**src/trace_pkg.sv**
```systemverilog
`default_nettype none

package trace_pkg;

    // ########################################################################
    // Widths and sizes
    // ########################################################################

    localparam int stamp_w    = 32;  // Cycle stamp, one bus word.
    localparam int cnt_w      = 8;   // Saturating stall counter.
    localparam int drop_w     = 16;  // Saturating drop counter.
    localparam int count_w    = 8;   // FIFO occupancy as seen in reg_status.
    localparam int fifo_depth = 8;
    localparam int ptr_w      = $clog2(fifo_depth);
    localparam int addr_w     = 8;   // AXI4-Lite byte address.

    // Slot positions inside the tracker, one per pipeline stage.
    localparam int n_slots     = 5;
    localparam int slot_fetch  = 0;
    localparam int slot_decode = 1;
    localparam int slot_exec   = 2;
    localparam int slot_mem    = 3;
    localparam int slot_wb     = 4;

    typedef enum logic [2:0] {
        EMPTY,
        FETCH,
        DECODE,
        EXECUTE,
        MEMORY,
        WRITE_BACK
    } stage_t;

    typedef struct packed {
        logic [31:0]        instr;
        logic [stamp_w-1:0] fetch_cycle;
        logic [cnt_w-1:0]   fetch_stalls;
        logic [cnt_w-1:0]   decode_stalls;
        logic               flushed;
        logic [stamp_w-1:0] retire_cycle;
    } trace_rec_t;

    // ########################################################################
    // Register map and responses
    // ########################################################################

    localparam logic [addr_w-1:0] reg_status       = 8'h00;
    localparam logic [addr_w-1:0] reg_instr        = 8'h04;
    localparam logic [addr_w-1:0] reg_fetch_cycle  = 8'h08;
    localparam logic [addr_w-1:0] reg_stalls       = 8'h0C;
    localparam logic [addr_w-1:0] reg_retire_cycle = 8'h10;
    localparam logic [addr_w-1:0] reg_pop          = 8'h14;
    localparam logic [addr_w-1:0] reg_drop_clr     = 8'h18;

    localparam logic [1:0] resp_okay   = 2'b00;
    localparam logic [1:0] resp_slverr = 2'b10;

endpackage

`default_nettype wire

```
**src/stage_event_if.sv**
```systemverilog
`default_nettype none

// One sampled cycle of core strobes plus its cycle stamp.
interface stage_event_if import trace_pkg::*; ();

    logic               fetch_valid;
    logic [31:0]        instr;
    logic               pc_stall;
    logic               if_id_stall;
    logic               if_flush;
    logic [stamp_w-1:0] cycle;

    modport src (
        output fetch_valid, instr, pc_stall, if_id_stall, if_flush, cycle
    );

    modport dst (
        input fetch_valid, instr, pc_stall, if_id_stall, if_flush, cycle
    );

endinterface

`default_nettype wire

```
**src/pipe_trace_top.sv**
```systemverilog
`default_nettype none

module pipe_trace_top import trace_pkg::*; (
    input  logic              clk,
    input  logic              rst,
    input  logic              fetch_valid,
    input  logic [31:0]       instr,
    input  logic              pc_stall,
    input  logic              if_id_stall,
    input  logic              if_flush,
    input  logic [addr_w-1:0] awaddr,
    input  logic              awvalid,
    output logic              awready,
    input  logic [31:0]       wdata,
    input  logic [3:0]        wstrb,
    input  logic              wvalid,
    output logic              wready,
    output logic [1:0]        bresp,
    output logic              bvalid,
    input  logic              bready,
    input  logic [addr_w-1:0] araddr,
    input  logic              arvalid,
    output logic              arready,
    output logic [31:0]       rdata,
    output logic [1:0]        rresp,
    output logic              rvalid,
    input  logic              rready
);

    stage_event_if ev ();

    logic               rec_valid;
    trace_rec_t         rec;
    logic               fifo_full;
    logic [drop_w-1:0]  drops;
    logic               drop_clr;
    trace_rec_t         head;
    logic [count_w-1:0] count;
    logic               pop;

    stage_event_capture u_capture (
        .clk         (clk),
        .rst         (rst),
        .fetch_valid (fetch_valid),
        .instr       (instr),
        .pc_stall    (pc_stall),
        .if_id_stall (if_id_stall),
        .if_flush    (if_flush),
        .ev          (ev.src)
    );

    pipe_trace_tracker u_tracker (
        .clk       (clk),
        .rst       (rst),
        .ev        (ev.dst),
        .rec_valid (rec_valid),
        .rec       (rec),
        .fifo_full (fifo_full),
        .drops     (drops),
        .drop_clr  (drop_clr)
    );

    trace_record_fifo u_fifo (
        .clk   (clk),
        .rst   (rst),
        .push  (rec_valid),
        .din   (rec),
        .full  (fifo_full),
        .pop   (pop),
        .head  (head),
        .count (count)
    );

    trace_axil_slave u_axil (
        .clk      (clk),
        .rst      (rst),
        .awaddr   (awaddr),
        .awvalid  (awvalid),
        .awready  (awready),
        .wdata    (wdata),
        .wstrb    (wstrb),
        .wvalid   (wvalid),
        .wready   (wready),
        .bresp    (bresp),
        .bvalid   (bvalid),
        .bready   (bready),
        .araddr   (araddr),
        .arvalid  (arvalid),
        .arready  (arready),
        .rdata    (rdata),
        .rresp    (rresp),
        .rvalid   (rvalid),
        .rready   (rready),
        .head     (head),
        .count    (count),
        .drops    (drops),
        .pop      (pop),
        .drop_clr (drop_clr)
    );

endmodule

`default_nettype wire

```
**src/pipe_trace_tracker.sv**
```systemverilog
`default_nettype none

module pipe_trace_tracker import trace_pkg::*; (
    input  logic              clk,
    input  logic              rst,
    stage_event_if.dst        ev,
    output logic              rec_valid,
    output trace_rec_t        rec,
    input  logic              fifo_full,
    output logic [drop_w-1:0] drops,
    input  logic              drop_clr
);

    stage_t     state_q [n_slots];
    stage_t     state_d [n_slots];
    trace_rec_t slot_q  [n_slots];
    trace_rec_t slot_d  [n_slots];

    trace_rec_t fetch_rec;
    trace_rec_t decode_rec;
    logic       fetch_busy;
    logic       decode_busy;
    logic       fetch_adv;
    logic       decode_adv;
    logic       take_new;
    logic       wb_full;

    function automatic logic [cnt_w-1:0] sat_inc(input logic [cnt_w-1:0] v);
        return (v == '1) ? v : v + 1'b1;
    endfunction

    // ########################################################################
    // Next slot contents for one event
    // ########################################################################

    always_comb begin
        fetch_busy  = (state_q[slot_fetch] == FETCH);
        decode_busy = (state_q[slot_decode] == DECODE);
        decode_adv  = !ev.if_id_stall;
        // Fetch only moves into a decode slot that is free this cycle.
        fetch_adv   = !ev.pc_stall && (!decode_busy || decode_adv);
        take_new    = ev.fetch_valid && (!fetch_busy || fetch_adv);

        // Memory to write-back, which is where the retire stamp is taken.
        state_d[slot_wb] = (state_q[slot_mem] == MEMORY) ? WRITE_BACK : EMPTY;
        slot_d[slot_wb]  = slot_q[slot_mem];
        slot_d[slot_wb].retire_cycle = ev.cycle;

        state_d[slot_mem] = (state_q[slot_exec] == EXECUTE) ? MEMORY : EMPTY;
        slot_d[slot_mem]  = slot_q[slot_exec];

        decode_rec = slot_q[slot_decode];
        if (ev.if_flush) begin
            decode_rec.flushed = 1'b1;
        end
        if (!decode_adv) begin
            decode_rec.decode_stalls = sat_inc(slot_q[slot_decode].decode_stalls);
        end

        state_d[slot_exec] = (decode_busy && decode_adv) ? EXECUTE : EMPTY;
        slot_d[slot_exec]  = decode_rec;

        fetch_rec = slot_q[slot_fetch];
        if (!fetch_adv) begin
            fetch_rec.fetch_stalls = sat_inc(slot_q[slot_fetch].fetch_stalls);
        end

        if (fetch_adv) begin
            state_d[slot_decode] = fetch_busy ? DECODE : EMPTY;
            slot_d[slot_decode]  = slot_q[slot_fetch];
        end else if (decode_adv) begin
            state_d[slot_decode] = EMPTY;
            slot_d[slot_decode]  = decode_rec;
        end else begin
            state_d[slot_decode] = state_q[slot_decode];
            slot_d[slot_decode]  = decode_rec;
        end

        if (take_new) begin
            state_d[slot_fetch] = FETCH;
            slot_d[slot_fetch]  = '{
                instr:         ev.instr,
                fetch_cycle:   ev.cycle,
                fetch_stalls:  '0,
                decode_stalls: '0,
                flushed:       1'b0,
                retire_cycle:  '0
            };
        end else if (fetch_adv) begin
            state_d[slot_fetch] = EMPTY;
            slot_d[slot_fetch]  = fetch_rec;
        end else begin
            state_d[slot_fetch] = state_q[slot_fetch];
            slot_d[slot_fetch]  = fetch_rec;
        end
    end

    // ########################################################################
    // Slot registers and drop counter
    // ########################################################################

    always_ff @(posedge clk or posedge rst) begin
        if (rst) begin
            for (int i = 0; i < n_slots; i++) begin
                state_q[i] <= EMPTY;
            end
        end else begin
            for (int i = 0; i < n_slots; i++) begin
                state_q[i] <= state_d[i];
            end
        end
    end

    always_ff @(posedge clk) begin
        for (int i = 0; i < n_slots; i++) begin
            slot_q[i] <= slot_d[i];
        end
    end

    assign wb_full   = (state_q[slot_wb] == WRITE_BACK);
    assign rec       = slot_q[slot_wb];
    assign rec_valid = wb_full && !fifo_full;  // A full FIFO turns the retire into a drop.

    always_ff @(posedge clk or posedge rst) begin
        if (rst) begin
            drops <= '0;
        end else if (drop_clr) begin
            drops <= '0;
        end else if (wb_full && fifo_full && (drops != '1)) begin
            drops <= drops + 1'b1;
        end
    end

endmodule

`default_nettype wire

```
**src/stage_event_capture.sv**
```systemverilog
`default_nettype none

module stage_event_capture import trace_pkg::*; (
    input  logic        clk,
    input  logic        rst,
    input  logic        fetch_valid,
    input  logic [31:0] instr,
    input  logic        pc_stall,
    input  logic        if_id_stall,
    input  logic        if_flush,
    stage_event_if.src  ev
);

    logic [stamp_w-1:0] cycle_cnt;

    always_ff @(posedge clk or posedge rst) begin
        if (rst) begin
            cycle_cnt      <= '0;  // Reads 0 in the first cycle after reset.
            ev.fetch_valid <= 1'b0;
            ev.pc_stall    <= 1'b0;
            ev.if_id_stall <= 1'b0;
            ev.if_flush    <= 1'b0;
            ev.cycle       <= '0;
        end else begin
            cycle_cnt      <= cycle_cnt + 1'b1;
            ev.fetch_valid <= fetch_valid;
            ev.pc_stall    <= pc_stall;
            ev.if_id_stall <= if_id_stall;
            ev.if_flush    <= if_flush;
            ev.cycle       <= cycle_cnt;  // Stamp of the cycle the strobes were sampled.
        end
    end

    always_ff @(posedge clk) begin
        ev.instr <= instr;
    end

endmodule

`default_nettype wire

```
**src/trace_axil_slave.sv**
```systemverilog
`default_nettype none

module trace_axil_slave import trace_pkg::*; (
    input  logic               clk,
    input  logic               rst,
    input  logic [addr_w-1:0]  awaddr,
    input  logic               awvalid,
    output logic               awready,
    input  logic [31:0]        wdata,
    input  logic [3:0]         wstrb,
    input  logic               wvalid,
    output logic               wready,
    output logic [1:0]         bresp,
    output logic               bvalid,
    input  logic               bready,
    input  logic [addr_w-1:0]  araddr,
    input  logic               arvalid,
    output logic               arready,
    output logic [31:0]        rdata,
    output logic [1:0]         rresp,
    output logic               rvalid,
    input  logic               rready,
    input  trace_rec_t         head,
    input  logic [count_w-1:0] count,
    input  logic [drop_w-1:0]  drops,
    output logic               pop,
    output logic               drop_clr
);

    logic        fifo_empty;
    logic        wr_ready_q;
    logic        wr_accept;
    logic        rd_accept;
    logic        wr_cmd;
    logic [1:0]  wr_resp;
    logic [31:0] rd_data;
    logic [1:0]  rd_resp;

    assign fifo_empty = (count == '0);
    assign awready    = wr_ready_q;
    assign wready     = wr_ready_q;
    assign wr_accept  = wr_ready_q && awvalid && wvalid;
    assign rd_accept  = arready && arvalid;
    assign wr_cmd     = wstrb[0] && wdata[0];  // Bit 0 of the written word fires the command.

    // ########################################################################
    // Address decode
    // ########################################################################

    always_comb begin
        case (awaddr)
            reg_pop:      wr_resp = fifo_empty ? resp_slverr : resp_okay;
            reg_drop_clr: wr_resp = resp_okay;
            default:      wr_resp = resp_slverr;
        endcase
    end

    always_comb begin
        rd_data = '0;
        rd_resp = resp_okay;
        case (araddr)
            reg_status:       rd_data = {{(32 - drop_w - count_w){1'b0}}, drops, count};
            reg_instr:        rd_data = head.instr;
            reg_fetch_cycle:  rd_data = head.fetch_cycle;
            reg_stalls:       rd_data = {{(32 - 2 * cnt_w - 1){1'b0}}, head.flushed,
                                         head.decode_stalls, head.fetch_stalls};
            reg_retire_cycle: rd_data = head.retire_cycle;
            default:          rd_resp = resp_slverr;
        endcase
        // Record registers have nothing to show while the queue is empty.
        if (fifo_empty && (araddr != reg_status)) begin
            rd_data = '0;
            rd_resp = resp_slverr;
        end
    end

    // ########################################################################
    // Channel handshakes
    // ########################################################################

    always_ff @(posedge clk or posedge rst) begin
        if (rst) begin
            wr_ready_q <= 1'b0;
            bvalid     <= 1'b0;
            pop        <= 1'b0;
            drop_clr   <= 1'b0;
            arready    <= 1'b0;
            rvalid     <= 1'b0;
        end else begin
            wr_ready_q <= awvalid && wvalid && !wr_ready_q && !bvalid;  // One-cycle pulse.
            if (wr_accept) begin
                bvalid <= 1'b1;
            end else if (bready) begin
                bvalid <= 1'b0;
            end
            pop      <= wr_accept && wr_cmd && (awaddr == reg_pop) && !fifo_empty;
            drop_clr <= wr_accept && wr_cmd && (awaddr == reg_drop_clr);
            arready  <= arvalid && !arready && !rvalid;
            if (rd_accept) begin
                rvalid <= 1'b1;
            end else if (rready) begin
                rvalid <= 1'b0;
            end
        end
    end

    always_ff @(posedge clk) begin
        if (wr_accept) begin
            bresp <= wr_resp;
        end
        if (rd_accept) begin
            rdata <= rd_data;
            rresp <= rd_resp;
        end
    end

endmodule

`default_nettype wire

```
**src/trace_record_fifo.sv**
```systemverilog
`default_nettype none

module trace_record_fifo import trace_pkg::*; (
    input  logic               clk,
    input  logic               rst,
    input  logic               push,
    input  trace_rec_t         din,
    output logic               full,
    input  logic               pop,
    output trace_rec_t         head,
    output logic [count_w-1:0] count
);

    trace_rec_t       mem [fifo_depth];
    logic [ptr_w-1:0] wr_ptr;
    logic [ptr_w-1:0] rd_ptr;
    logic             do_push;
    logic             do_pop;

    assign full    = (count == fifo_depth);
    assign do_push = push && !full;
    assign do_pop  = pop && (count != '0);  // Pops on an empty queue do nothing.
    assign head    = mem[rd_ptr];

    always_ff @(posedge clk or posedge rst) begin
        if (rst) begin
            wr_ptr <= '0;
            rd_ptr <= '0;
            count  <= '0;
        end else begin
            if (do_push) begin
                wr_ptr <= wr_ptr + 1'b1;  // Depth is a power of two, so the pointer wraps.
            end
            if (do_pop) begin
                rd_ptr <= rd_ptr + 1'b1;
            end
            case ({do_push, do_pop})
                2'b10:   count <= count + 1'b1;
                2'b01:   count <= count - 1'b1;
                default: count <= count;
            endcase
        end
    end

    always_ff @(posedge clk) begin
        if (do_push) begin
            mem[wr_ptr] <= din;
        end
    end

endmodule

`default_nettype wire

```
**config.mk**
```make
export PLATFORM = sky130hd
export DESIGN_NAME = pipe_trace_top
export DESIGN_NICKNAME = d
export VERILOG_FILES = /design/src/trace_pkg.sv /design/src/stage_event_if.sv /design/src/pipe_trace_top.sv /design/src/pipe_trace_tracker.sv /design/src/stage_event_capture.sv /design/src/trace_axil_slave.sv /design/src/trace_record_fifo.sv
export SDC_FILE = /design/constraint.sdc
export NUM_CORES = 1
export LEC_CHECK = 0
export BUFFER_PORTS_ARGS = -buffer_cell sky130_fd_sc_hd__buf_4
export CORE_ASPECT_RATIO = 1.75
export CORE_MARGIN = 4
export CORE_UTILIZATION = 30
export DETAILED_ROUTE_END_ITERATION = 8
export PLACE_DENSITY = 0.51
export SLEW_MARGIN = 10
export SYNTH_ARGS = -nofsm -noshare
export SYNTH_HDL_FRONTEND = slang
export SYNTH_SLANG_ARGS = --single-unit
```
**constraint.sdc**
```tcl
create_clock -name clk -period 13 [get_ports clk]
set_clock_uncertainty 0.1 [all_clocks]
set_input_delay 2.6 -clock clk [delete_from_list [all_inputs] [get_ports clk]]
set_output_delay 2.6 -clock clk [all_outputs]
set_load 0.02 [all_outputs]
```
Word-level counts from Yosys, hierarchy flattened
Memories as Yosys holds them, arrays and structs flattened.
Cells that the tools add are included.
Widths: inputs -> output; s select.
- input bits: 95
- memories: 2
- word-level logic and storage cells: 125
- bits in registers: 187
- RAM bits: 1469
- output and inout bits: 41
- reduce and logical (&&, ||, !) cells: 44
- eq/ne operators: 18
- mux-type cells: 28
- $add $sub $neg: 8
- memory list (memory ; depth ; bits a word ; read ports ; clocked after memory_dff ; wr ports ; line ; text):
    u_fifo.mem ; 8 ; 113 ; 1 ; 0 ; 1 ; trace_record_fifo.sv:14 ; trace_rec_t mem [fifo_depth];
    u_tracker.slot_q ; 5 ; 113 ; 5 ; 0 ; 5 ; pipe_trace_tracker.sv:16 ; trace_rec_t slot_q [n_slots];
- operators with widths (operator ; count):
    $mux 113 ; 2
    $pmux 32 s5 ; 1
    $add 32x1->32 const B ; 1
    $mux 16 ; 2
    $mux 8 ; 4
    $add 8x1->8 const B ; 3
    $eq 8x4->1 const B ; 3
    $eq 8x5->1 const B ; 3
    $logic_and 1x1->1 ; 22
    $mux 3 ; 6
    $add 16x1->16 const B ; 1
    $eq 8x8->1 const B ; 2
    $logic_not 8->1 ; 2
    $ne 16x16->1 const B ; 1
    $pmux 8 s2 ; 1
    $reduce_bool 8->1 ; 2
    $logic_not 1->1 ; 10
    $reduce_bool 2->1 ; 5
    $eq 8x3->1 const B ; 1
    $mux 2 ; 4
    $sub 8x1->8 const B ; 1
    $mux 1 ; 7
    $add 3x1->3 const B ; 2
    $eq 3x2->1 const B ; 2
    8 further kinds ; 10

Longest topological paths before layout
Gate-level depths: netlist of run 1.
- depth after elaboration: 7
- depth in mapped cells: 14
- gate-level depth less buffers: 12

By module
Synthesis of run 1 repeated with hierarchy kept, for this count alone.
- cell total of the unflattened synthesis: 2625
- area total of the unflattened synthesis: 52939.5 um^2
- modules (own cells, without submodules) (module ; instances ; cells an instance ; seq. area each (um^2) ; area an instance (um^2)):
    trace_record_fifo ; 1 ; 1410 ; 27496.4 ; 34745.8
    pipe_trace_tracker ; 1 ; 733 ; 10455.0 ; 12368.1
    stage_event_capture ; 1 ; 197 ; 2342.2 ; 3030.4
    trace_axil_slave ; 1 ; 285 ; 1171.1 ; 2795.2

Worst setup path after synthesis of run 1
OpenSTA, ideal clock, no wires.
- kind: register -> register
- from: reg u_fifo.count[2]
- to: mem u_fifo.mem[2][0] (netlist name), enable pin
- data required time: 11.999 ns
- slack: -0.624 ns
- library setup time: 0.901 ns
- clock period less this slack: 13.624 ns
- arrival: 12.622 ns
- buffers on the path: 1
- cell stages (with the launch flop): 7
- path through: dfrtp_1 > clkbuf_1 > nor4_4 > nand3_1 > and2_1 > inv_1 > nor4b_1
- word-level cells in the longest chain between the ends: 6
- ends and longest elaborated chain (element ; line ; text):
    start, declared ; trace_record_fifo.sv:11 ; output logic [count_w-1:0] count
    start signal, assigned ; trace_record_fifo.sv:38 ; 2'b10: count <= count + 1'b1;
    start signal, assigned ; trace_record_fifo.sv:39 ; 2'b01: count <= count - 1'b1;
    start signal, assigned ; trace_record_fifo.sv:40 ; default: count <= count;
    $eq 8x4->1 (*) ; trace_record_fifo.sv:20 ; assign full = (count == fifo_depth);
    $logic_not 1->1 (*) ; pipe_trace_tracker.sv:122, trace_record_fifo.sv:21 ;
    $logic_and 1x1->1 ; pipe_trace_tracker.sv:122 ; assign rec_valid = wb_full && !fifo_full;
    $logic_and 1x1->1 (*) ; trace_record_fifo.sv:21 ; assign do_push = push && !full;
    $mux 1 (*) ; trace_record_fifo.sv:46 ; if (do_push) begin
    $mux 1 (not written as such) (*) ; trace_record_fifo.sv:47 ; mem[wr_ptr] <= din;
    end, declared ; trace_record_fifo.sv:14 ;
Mark *: on every way between the ends. The rest lies on a longest branch, timed or not.

Final worst setup path of run 1
- from: reg u_fifo.rd_ptr[0]
- to: reg u_axil.rdata[20], data pin
- word-level cells in the longest chain between the ends: 2
- ends and longest elaborated chain (element ; line ; text):
    start, declared ; trace_record_fifo.sv:16 ; logic [ptr_w-1:0] rd_ptr;
    start signal, assigned ; trace_record_fifo.sv:35 ; rd_ptr <= rd_ptr + 1'b1;
    $mem_v2 8x113 ; - ;
    $pmux 32 s5 ; trace_axil_slave.sv:61 ; case (araddr)
    end signal, assigned ; trace_axil_slave.sv:112 ; rdata <= rd_data;
    end, declared ; trace_axil_slave.sv:19 ; output logic [31:0] rdata,
No other way between the ends.
A chain may end at the register's enable or synchronous reset.

==> metrics.csv, run 1 <==
stage;metric;value;unit
placed_design;place_area;54900;sq um
clock_network;clock_sinks;1507;
routing;wl_per_cell;22.6;microns
sta;fmax;227;MHz
global_routing;grt_antenna_before_repair;2;
routing;antenna_left;0;
clock_network;path_clk_slew;70;ps
setup_path;critPathKind;flop to flop;
clock_network;ctsHoldBuffers;0;
final_layout;nets;2759;
setup_path;cp-end-kind;flop;
synthesis;synth_area_leaders;edfxtp_1 63%, dfxtp_1 13%, mux4_2 9.5%, dfrtp_1 5.3%, mux2i_1 1.4%;
global_routing;grt_pass1_wl;166000;microns
synthesis;synth_compound_area_share;2.03;%
routing;drcViolationCount;0;
synthesis;synthXorXnorAreaFrac;1.16;%
setup_path;worstRegToRegCells;6;
synthesis;ys_seq_area_share;80.6;%
sta;maxSlewHeadroom;31.7;%
synthesis;synthArstFlopShare;7.23;%
floorplanning;die_w;321;microns
floorplanning;num_io_pins;136;
sta;final-max-slew-violation-count;0;
floorplanning;die_area;179000;sq um
sta;rsz0062_at_grt;no;
sta;fin_setup_tns;0;ps
hold_path;hold_end;u_tracker.slot_q[0][295];
setup_path;worstReg2RegStart;u_fifo.rd_ptr[0];
routing;vias;22600;
sta;worst_pin_slew;1020;ps
final_layout;final_area;59500;sq um
clock_network;cts_tree;built;
setup_path;rrSetupSlack;8600;ps
routing;initialDrtViolationCount;1444;
placed_design;dp_hpwl;60600;microns
sta;hold_viol_final;0;
hold_path;min_delay_path_depth;0;
hold_path;hp-start;u_tracker.slot_q[0][182];
synthesis;synth_area;51500;sq um
clock_network;clk_latency;780;ps
synthesis;syn_inst;2470;
synthesis;synth_top_family_by_area;multiplexers;
job;cap_viol_max_count;0;
global_routing;grt_max_degree;114;
global_routing;grt-ovfl-total;0;
synthesis;synthAdderAreaFrac;0.238;%
global_routing;grt_usage;12.6;%
clock_network;clockRootBuffer;clkbuf_16;
routing;routed_via_density;4.54;
clock_network;cts-resized-gates;0;
floorplanning;core-area;170000;sq um
clock_network;clk_path_buf_depth;4;
synthesis;yosys_warnings;0;
synthesis;synthSimpleGateAreaFrac;2.95;%
power;peakVddDrop;0.0786;mV
clock_network;numCtsBuffers;145;
routing;totalWireLength;113000;microns
setup_path;cp-start-kind;flop;
floorplanning;rows;200;
synthesis;yosysTopAreaCellShare;62.7;%
synthesis;synth_seq_cells;1507;
sta;setup_violations;0;
setup_path;crit_required;13390;ps
final_layout;drive_above_1_share;23.5;%
floorplanning;dieHeight;556;microns
power;p_leak;19.5;nW
setup_path;crit_fanout;44;
setup_path;regToRegEndpoint;u_axil.rdata[20];
routing;drt_pass1_iterations;5;
clock_network;htreeDepth;4;
floorplanning;initial_utilization;30.2;%
sta;fin_crit_sh;33.8;%
status;status;finished, final reports clean;
synthesis;yosys_most_used_dff;edfxtp_1;
synthesis;synth-edff-count;1074;
synthesis;synth_largest_area_cell;edfxtp_1;
power;cellPowerDensity;172;nW/um^2
sta;fin_crit;4400;ps
placed_design;port_buffers;99;
synthesis;muxShareOfSynthArea;11.8;%
setup_path;worstPathArrival;4790;ps
synthesis;synthDistinctLibCells;66;
global_routing;grt_pass1_vias;24300;
final_layout;syn_to_final_growth;15.6;%
synthesis;synth_most_common_cell;edfxtp_1;
hold_path;hold_class;flop to flop;
placed_design;place_congestion;0.712;
synthesis;synth_commonest_cells;1074 x edfxtp_1, 324 x dfxtp_1, 218 x mux4_2;
synthesis;postSynthAreaPerCell;20.8;sq um
clock_network;post_cts_buffers;0;
==> power by group <==
part / total, mW / internal (mW) / switching, mW
Combinational: 0.464 / 0.151 / 0.313
Sequential: 5.66 / 5.50 / 0.157
Clock: 4.12 / 2.38 / 1.74
Total: 10.2 / 8.03 / 2.21
==> worst max-delay path by stage <==
stage                           from          endpoint  cells past startpoint
global route        u_fifo.rd_ptr[0]  u_axil.rdata[28]                      6
CTS                 u_fifo.rd_ptr[0]  u_axil.rdata[28]                      6
detailed placement         araddr[7]   u_axil.rdata[1]                      7
floorplan            u_fifo.count[2]  u_fifo.mem[0][0]                      6
finish              u_fifo.rd_ptr[0]  u_axil.rdata[20]                      6
global placement           araddr[7]  u_axil.rdata[19]                      7
==> per-layer routing <==
layer	track usage, %	part of all wire [%]	up-vias
met5	0	0	-
met4	4.10	2.9	0
met3	1.80	3.4	194
met2	23.2	53	422
met1	15.0	40	11900
li1	-	-	10100
==> placed cells by master (no fill, tap or decap), types with 21 or more instances in the layout <==
cell type | Yosys | final
nand2_1 | 37 | 37
mux2_2 | 42 | 42
clkbuf_8 | 0 | 21
clkbuf_1 | 22 | 31
buf_4 | 25 | 134
dfxtp_1 | 324 | 324
xnor2_1 | 52 | 52
clkinv_2 | 0 | 23
a221oi_1 | 21 | 21
mux2i_1 | 70 | 70
nand3_1 | 27 | 27
a21oi_1 | 54 | 54
clkbuf_16 | 0 | 150
nor2_1 | 100 | 99
edfxtp_1 | 1074 | 1074
dfrtp_1 | 109 | 106
mux4_2 | 218 | 218
==> worst max-delay path: stages, from the launching register on <==
cell      delay, ps
dfrtp_4         940
buf_4           850
buf_4           640
mux4_2          580
mux2_2          340
a221oi_1        550
nor2_1          110
==> registers in the layout (all words and copies together) (netlist names), 5 cells and up <==
signal / count
u_fifo.mem: 904
u_tracker.slot_q: 428
u_axil.rdata: 32
u_capture.cycle_cnt: 32
u_capture.ev.cycle: 32
u_capture.ev.instr: 32
u_tracker.drops: 16
u_fifo.count: 8
u_tracker.state_q: 5
==> metrics by stage <==
stage	hold slack [ps]	util (%)	power, mW	setup WS, ps	cells
2_1_floorplan	210	-	6.03	320	2471
3_3_place_gp	210	32.3	6.24	7790	4730
3_5_place_dp	212	32.3	6.25	7800	4730
4_1_cts	206	35.0	10.4	8450	4983
5_1_grt	210	35.0	10.6	8300	4984
6_report	210	35.0	10.2	8600	4984
==> cell type report <==
cell class / count / area (sq um)
fill: 15900 / 111000
sequential: 1507 / 41500
multi-input combinational: 845 / 9440
clock buffer: 202 / 4160
tap: 2222 / 2780
timing repair buffer: 139 / 1110
clock inverter: 51 / 464
inverter: 17 / 71.3
antenna: 1 / 2.50
==> logic make-up after synthesis <==
group           Yosys count
xor+xnor                 68
flops                  1507
fa+ha+maj                10
simple gates            281
compound gates          154
buf+inv                 119
mux                     330
other cells               1
(Power assumes the default switching activity.)
==> run 2: changes to the inputs <==
- PLACE_DENSITY: 0.51 -> 0.49
- clock period: 13 -> 4.2 ns (I/O delays scaled with it)
==> run 2 against run 1 <==
Sequential power rose to 3.1 times the previous value. Critical path depth rose by 6. Cell area rose by 1.4%. Clock-buffer cell count did not move. Routed wire length rose by 5.5%. Highest routed layer unchanged.
==> metrics.csv, run 2 (synthesis gave the netlist of run 1 again) <==
stage;metric;value;unit;change
status;status;finished, final reports clean;;
routing;vias;23200;;+2.4%
clock_network;clk_latency;770;ps;about the same
hold_path;hold_class;input port to async pin;;
setup_path;rrSetupSlack;610;ps;-7990 ps
final_layout;largest_register_ffs;904;;unchanged
setup_path;crit_required;4780;ps;-8610 ps
job;cap_viol_max_count;0;;unchanged
setup_path;cp-end-kind;flop;;
clock_network;path_clk_slew;70;ps;about the same
floorplanning;num_io_pins;136;;unchanged
sta;fin_crit;3590;ps;-810 ps
clock_network;ctsHoldBuffers;0;;unchanged
routing;antenna_left;0;;unchanged
final_layout;syn_to_final_growth;17.2;%;
setup_path;worstSetupEndpoint;u_fifo.count[4];;
power;peakVddDrop;0.292;mV;+270%
routing;totalWireLength;119000;microns;+5.5%
setup_path;critPathKind;flop to flop;;
global_routing;grt-ovfl-total;0;;unchanged
sta;fmax;279;MHz;+23%
power;switching_power;7.03;mW;+220%
routing;drt_pass1_iterations;7;;+2
setup_path;cp-start-kind;flop;;
floorplanning;die_area;179000;sq um;unchanged
sta;hold_viol_final;0;;unchanged
clock_network;htreeDepth;4;;unchanged
placed_design;dp_hpwl;68100;microns;+12%
sta;fin_ws;613;ps;-7990 ps
routing;routed_via_density;4.61;;+1.6%
floorplanning;dieHeight;556;microns;unchanged
sta;rsz0062_at_grt;no;;
placed_design;dp_slack;704;ps;-7100 ps
power;p_sw_share;21.7;%;+0.076 points
power;clkPwrFrac;41.2;%;+1.0 points
final_layout;post-route-util;35.4;%;+0.48 points
sta;worst_pin_slew;1130;ps;+103 ps
global_routing;grt_pass1_wl;173000;microns;+4.4%
global_routing;grt_antenna_before_repair;3;;+1
final_layout;regMostFlops;u_fifo.mem;;
floorplanning;die_w;321;microns;unchanged
sta;setup_violations;0;;unchanged
sta;final-max-slew-violation-count;0;;unchanged
final_layout;final_common_cell;edfxtp_1;;
clock_network;clockRootBuffer;clkbuf_16;;
setup_path;worstReg2RegStart;u_fifo.count[0];;
final_layout;final_cell_mix;1074 x edfxtp_1, 324 x dfxtp_1, 218 x mux4_2;;
routing;drcViolationCount;0;;unchanged
power;p_leak;19.8;nW;+1.9%
floorplanning;rows;200;;unchanged
final_layout;fillers;15600;;-1.8%
final_layout;drive_above_1_share;24.8;%;+1.3 points
global_routing;grt_pass1_vias;24700;;+1.9%
setup_path;crit_fanout;15;;-66%
power;pwr-share-comb;4.8;%;+0.3 points
sta;fin_crit_sh;85.4;%;+52 points
placed_design;port_buffers;99;;unchanged
final_layout;top_regs;u_fifo.mem: 904 flops, u_tracker.slot_q: 428 flops;;
clock_network;cts-resized-gates;0;;unchanged
floorplanning;core-area;170000;sq um;unchanged
clock_network;numCtsBuffers;151;;+4.1%
clock_network;cts_tree;built;;
clock_network;post_cts_buffers;0;;unchanged
power;cellPowerDensity;538;nW/um^2;+210%
power;p_int;25.4;mW;+220%
global_routing;grt_max_degree;99;;-13%
final_layout;nets;2796;;+1.3%
routing;wl_per_cell;23.7;microns;+4.6%
setup_path;worstPathArrival;4170;ps;-620 ps
power;power;32.4;mW;+220%
setup_path;worstRegToRegCells;12;;+6
setup_path;crit_start;u_fifo.count[0];;
placed_design;place_congestion;0.770;;+8.2%
sta;maxSlewHeadroom;24.3;%;-7.4 points
setup_path;regToRegEndpoint;u_fifo.count[4];;
clock_network;clk_path_buf_depth;4;;unchanged
clock_network;clock_sinks;1507;;unchanged
routing;initialDrtViolationCount;1787;;+24%
power;p_seq_share;54.0;%;-1.2 points
global_routing;grt_usage;13.2;%;+0.65 points
floorplanning;initial_utilization;30.2;%;unchanged
## run 2: cell count changes in the layout (fill, tap and decap cells not counted), moves of 2 or more
cell	before	now
buf_4	134	145
clkinvlp_4	2	5
clkbuf_1	31	25
inv_6	6	8
buf_12	5	25
clkinv_4	4	1
nor3_2	4	1
nor3_4	0	3
clkbuf_16	150	153
clkbuf_8	21	24
nor3b_2	2	0
clkinv_1	9	12
bufinv_16	7	12
nor3b_4	0	2
## run 2: worst max-delay path: stages, from the launching register on
cell and delay (ps):
dfrtp_1 470, nor4_4 410, nand3b_1 220, nand2_1 200
inv_1 90, ha_1 380, xor2_1 220, ha_1 240
or3_1 310, a21oi_1 310, o21ai_0 170, a21oi_1 220
xor2_1 160
## run 2: stage by stage
step / hold slack, ps / std cells / setup TNS (ps) / instance area (sq um)
floorplan: 210 / 2471 / -246340 / 51600
global placement: 212 / 4761 / 0 / 55400
detailed placement: 212 / 4761 / 0 / 55400
CTS: 12.4 / 5025 / 0 / 60300
global route: 34.1 / 5026 / 0 / 60300
finish: 21.3 / 5026 / 0 / 60300
## run 2: worst min path at each step
stage	start	endpoint	slack (ps)
global placement	u_tracker.slot_q[0][447]	u_tracker.slot_q[0][560]	210
CTS	instr[12]	u_capture.ev.instr[12]	10
finish	rst	u_axil.rvalid	20
detailed placement	u_tracker.slot_q[0][271]	u_tracker.slot_q[0][384]	210
floorplan	u_tracker.slot_q[0][258]	u_tracker.slot_q[0][371]	210
global route	rst	u_axil.rvalid	30
## run 2: area by class of cell
cell class | instances | area, sq um | share of cell area [%]
diodes | 1 | 2.50 | 0.00415
inverters | 17 | 78.8 | 0.131
multi-input cells | 845 | 9490 | 15.7
clock inverters | 62 | 644 | 1.07
flip-flops and latches | 1507 | 41500 | 68.8
clock buffers | 202 | 4250 | 7.05
well taps | 2222 | 2780 | 4.61
repair buffers | 170 | 1590 | 2.63
## run 2: routing by layer
metal	share of wire, %	GRT usage [%]	vias to the layer above	wire length [microns]
met5	0	0	-	0
met2	53	24.0	553	63000
met1	40	16.0	12200	47200
met4	3.4	4.90	0	4060
met3	4.0	1.76	205	4820
li1	-	-	10200	-
## run 2: power groups by stage
stage          registers (mW)  clock network (mW)  logic, mW
3_5_place_dp             17.8                   0       1.60
2_1_floorplan            17.7                   0      0.948
3_3_place_gp             17.8                   0       1.59
5_1_grt                  17.6                14.4       1.67
4_1_cts                  17.5                13.9       1.60
6_report                 17.5                13.4       1.54
==> run 3: changes to the inputs <==
- GPL_TIMING_DRIVEN: default -> 0
- clock period: 4.2 -> 3.9 ns (I/O delays scaled with it)
==> run 3 against run 2 <==
Core utilization increased by 0.99 points. Clock power grew 5%. Register-to-register slack lost 490 ps. Critical endpoint is now u_axil.rdata[21]. Largest cell class unchanged.
==> metrics.csv, run 3 (synthesis gave the netlist of run 1 again) <==
stage;metric;value;unit;change
placed_design;dp_slack;-178;ps;-882 ps
setup_path;crit_required;4280;ps;-500 ps
power;power;35.1;mW;+8.2%
setup_path;cp_num_cells;8;;-4
floorplanning;rows;200;;unchanged
setup_path;worstRegToRegCells;8;;-4
clock_network;cts_tree;built;;
placed_design;place_congestion;0.816;;+5.9%
sta;setup_violations;0;;unchanged
setup_path;critPathKind;flop to flop;;
power;p_seq_share;53.4;%;-0.6 points
clock_network;clock_sinks;1507;;unchanged
setup_path;worstReg2RegStart;u_fifo.rd_ptr[1];;
sta;rsz0062_at_grt;no;;
routing;drcViolationCount;0;;unchanged
final_layout;final_common_cell;edfxtp_1;;
routing;initialDrtViolationCount;1822;;+2.0%
power;cellPowerDensity;566;nW/um^2;+5.3%
clock_network;htreeDepth;4;;unchanged
setup_path;cpPeakStageDelay;690;ps;+220 ps
floorplanning;num_io_pins;136;;unchanged
routing;wl_per_cell;24.9;microns;+5.0%
sta;holdWs;86.4;ps;+65.0 ps
routing;vias;24100;;+4.1%
setup_path;crit_start;u_fifo.rd_ptr[1];;
floorplanning;dieHeight;556;microns;unchanged
sta;fin_crit_sh;96.9;%;+11 points
final_layout;final_area;62000;sq um;+2.8%
global_routing;grt_usage;14.4;%;+1.2 points
status;status;finished, final reports clean;;
clock_network;path_clk_slew;70;ps;about the same
sta;fin_crit;3780;ps;+192 ps
routing;routed_via_density;4.64;;+0.68%
setup_path;regToRegEndpoint;u_axil.rdata[21];;
setup_path;cp-start-kind;flop;;
placed_design;place_area;56800;sq um;+2.5%
power;p_sw_share;22.0;%;+0.33 points
power;pwr-share-comb;6.3;%;+1.5 points
clock_network;clk_latency;780;ps;about the same
setup_path;worstSetupEndpoint;u_axil.rdata[21];;
setup_path;crit_chain;buf_4, buf_2, buf_2, mux4_2, mux2i_1, nor2_1, a21oi_1, a21oi_1;;
global_routing;grt_antenna_before_repair;1;;-2
setup_path;path_buf_inv;3;;+2
final_layout;regMostFlops;u_fifo.mem;;
final_layout;post-route-util;36.4;%;+0.99 points
floorplanning;die_area;179000;sq um;unchanged
placed_design;port_buffers;98;;-1.0%
setup_path;crit_fanout;10;;-5
sta;fmax;265;MHz;-5.1%
global_routing;grt-ovfl-total;0;;unchanged
sta;hold_viol_final;0;;unchanged
final_layout;nets;2965;;+6.0%
sta;maxSlewHeadroom;15.3;%;-9.0 points
final_layout;drive_above_1_share;26.7;%;+1.9 points
power;p_leak;20.7;nW;+4.4%
floorplanning;core-area;170000;sq um;unchanged
final_layout;final_cell_mix;1074 x edfxtp_1, 324 x dfxtp_1, 218 x mux4_2;;
final_layout;syn_to_final_growth;20.5;%;
power;p_int;27.4;mW;+7.8%
clock_network;clockRootBuffer;clkbuf_16;;
setup_path;cp_slowest_cell;a21oi_1;;
setup_path;worstPathArrival;4160;ps;about the same
floorplanning;initial_utilization;30.2;%;unchanged
global_routing;grt_pass1_vias;25800;;+4.2%
final_layout;top_regs;u_fifo.mem: 904 flops, u_tracker.slot_q: 428 flops;;
setup_path;cp_top_family;buffers and inverters;;
routing;antenna_left;0;;unchanged
sta;worst_pin_slew;1270;ps;+144 ps
clock_network;numCtsBuffers;149;;-1.3%
global_routing;grt_pass1_wl;186000;microns;+7.8%
clock_network;clk_path_buf_depth;4;;unchanged
sta;final-max-slew-violation-count;0;;unchanged
power;clkPwrFrac;40.3;%;-0.9 points
power;switching_power;7.73;mW;+9.9%
final_layout;largest_register_ffs;904;;unchanged
setup_path;rrSetupSlack;120;ps;-490 ps
setup_path;cp-end-kind;flop;;
global_routing;grt_max_degree;66;;-33%
hold_path;hold_class;input port to flop;;
routing;totalWireLength;129000;microns;+8.5%
floorplanning;die_w;321;microns;unchanged
routing;drt_pass1_iterations;5;;-2
placed_design;dp_hpwl;91500;microns;+34%
power;peakVddDrop;0.305;mV;+4.4%
sta;fin_ws;122;ps;-492 ps
job;cap_viol_max_count;0;;unchanged
run 3: how the worst min path moves through the flow:
stage	from	to	slack, ps	cells past startpoint
detailed placement	u_tracker.slot_q[0][276]	u_tracker.slot_q[0][389]	210	0
global placement	u_tracker.slot_q[0][289]	u_tracker.slot_q[0][402]	210	0
finish	awaddr[3]	u_axil.pop	90	2
CTS	awaddr[3]	u_axil.pop	40	2
floorplan	u_tracker.slot_q[0][258]	u_tracker.slot_q[0][371]	210	0
global route	awaddr[2]	u_axil.drop_clr	80	2
run 3: repair_timing:
action | in CTS | in global routing
buffers inserted | 0 | 2
gates cloned | 0 | 0
pin swaps | 0 | 1
hold endpoints to repair | 80 | 0
gates resized for setup | 1 | 2
hold buffers | 37 | 0
setup endpoints to repair | 1 | 2
run 3: per-layer routing:
metal  wire length [microns]  global-route usage, %  vias to the layer above  share of wire, %
li1                        -                      -                    10600                 -
met1                   50400                   17.0                    12700                39
met2                   67800                   25.9                      592                52
met3                    4970                   2.06                      238               3.8
met4                    6080                   6.46                        0               4.7
met5                       0                      0                        -                 0
run 3: power groups by stage:
stage	Combinational [mW]	Sequential (mW)	Clock (mW)
after CTS	2.24	18.8	14.6
after global routing	2.36	18.9	15.3
after floorplan	1.02	19.0	0
after global placement	1.74	19.3	0
after detailed placement	2.20	19.1	0
final	2.20	18.8	14.1
run 3: final cells by class:
class | instances | area [sq um]
Sequential cell | 1507 | 41500
Clock buffer | 197 | 4100
Antenna cell | 2 | 5.00
Timing Repair Buffer | 240 | 2800
Inverter | 17 | 78.8
Buffer | 101 | 589
Fill cell | 15500 | 108000
Multi-Input combinational cell | 845 | 9500
Tap cell | 2222 | 2780
Clock inverter | 65 | 667
run 3: through the flow:
step / TNS [ps] / cells
floorplan: -560870 / 2471
global route: 0 / 5195
global placement: -5065610 / 4791
finish: 0 / 5196
CTS: 0 / 5193
detailed placement: -959 / 4894
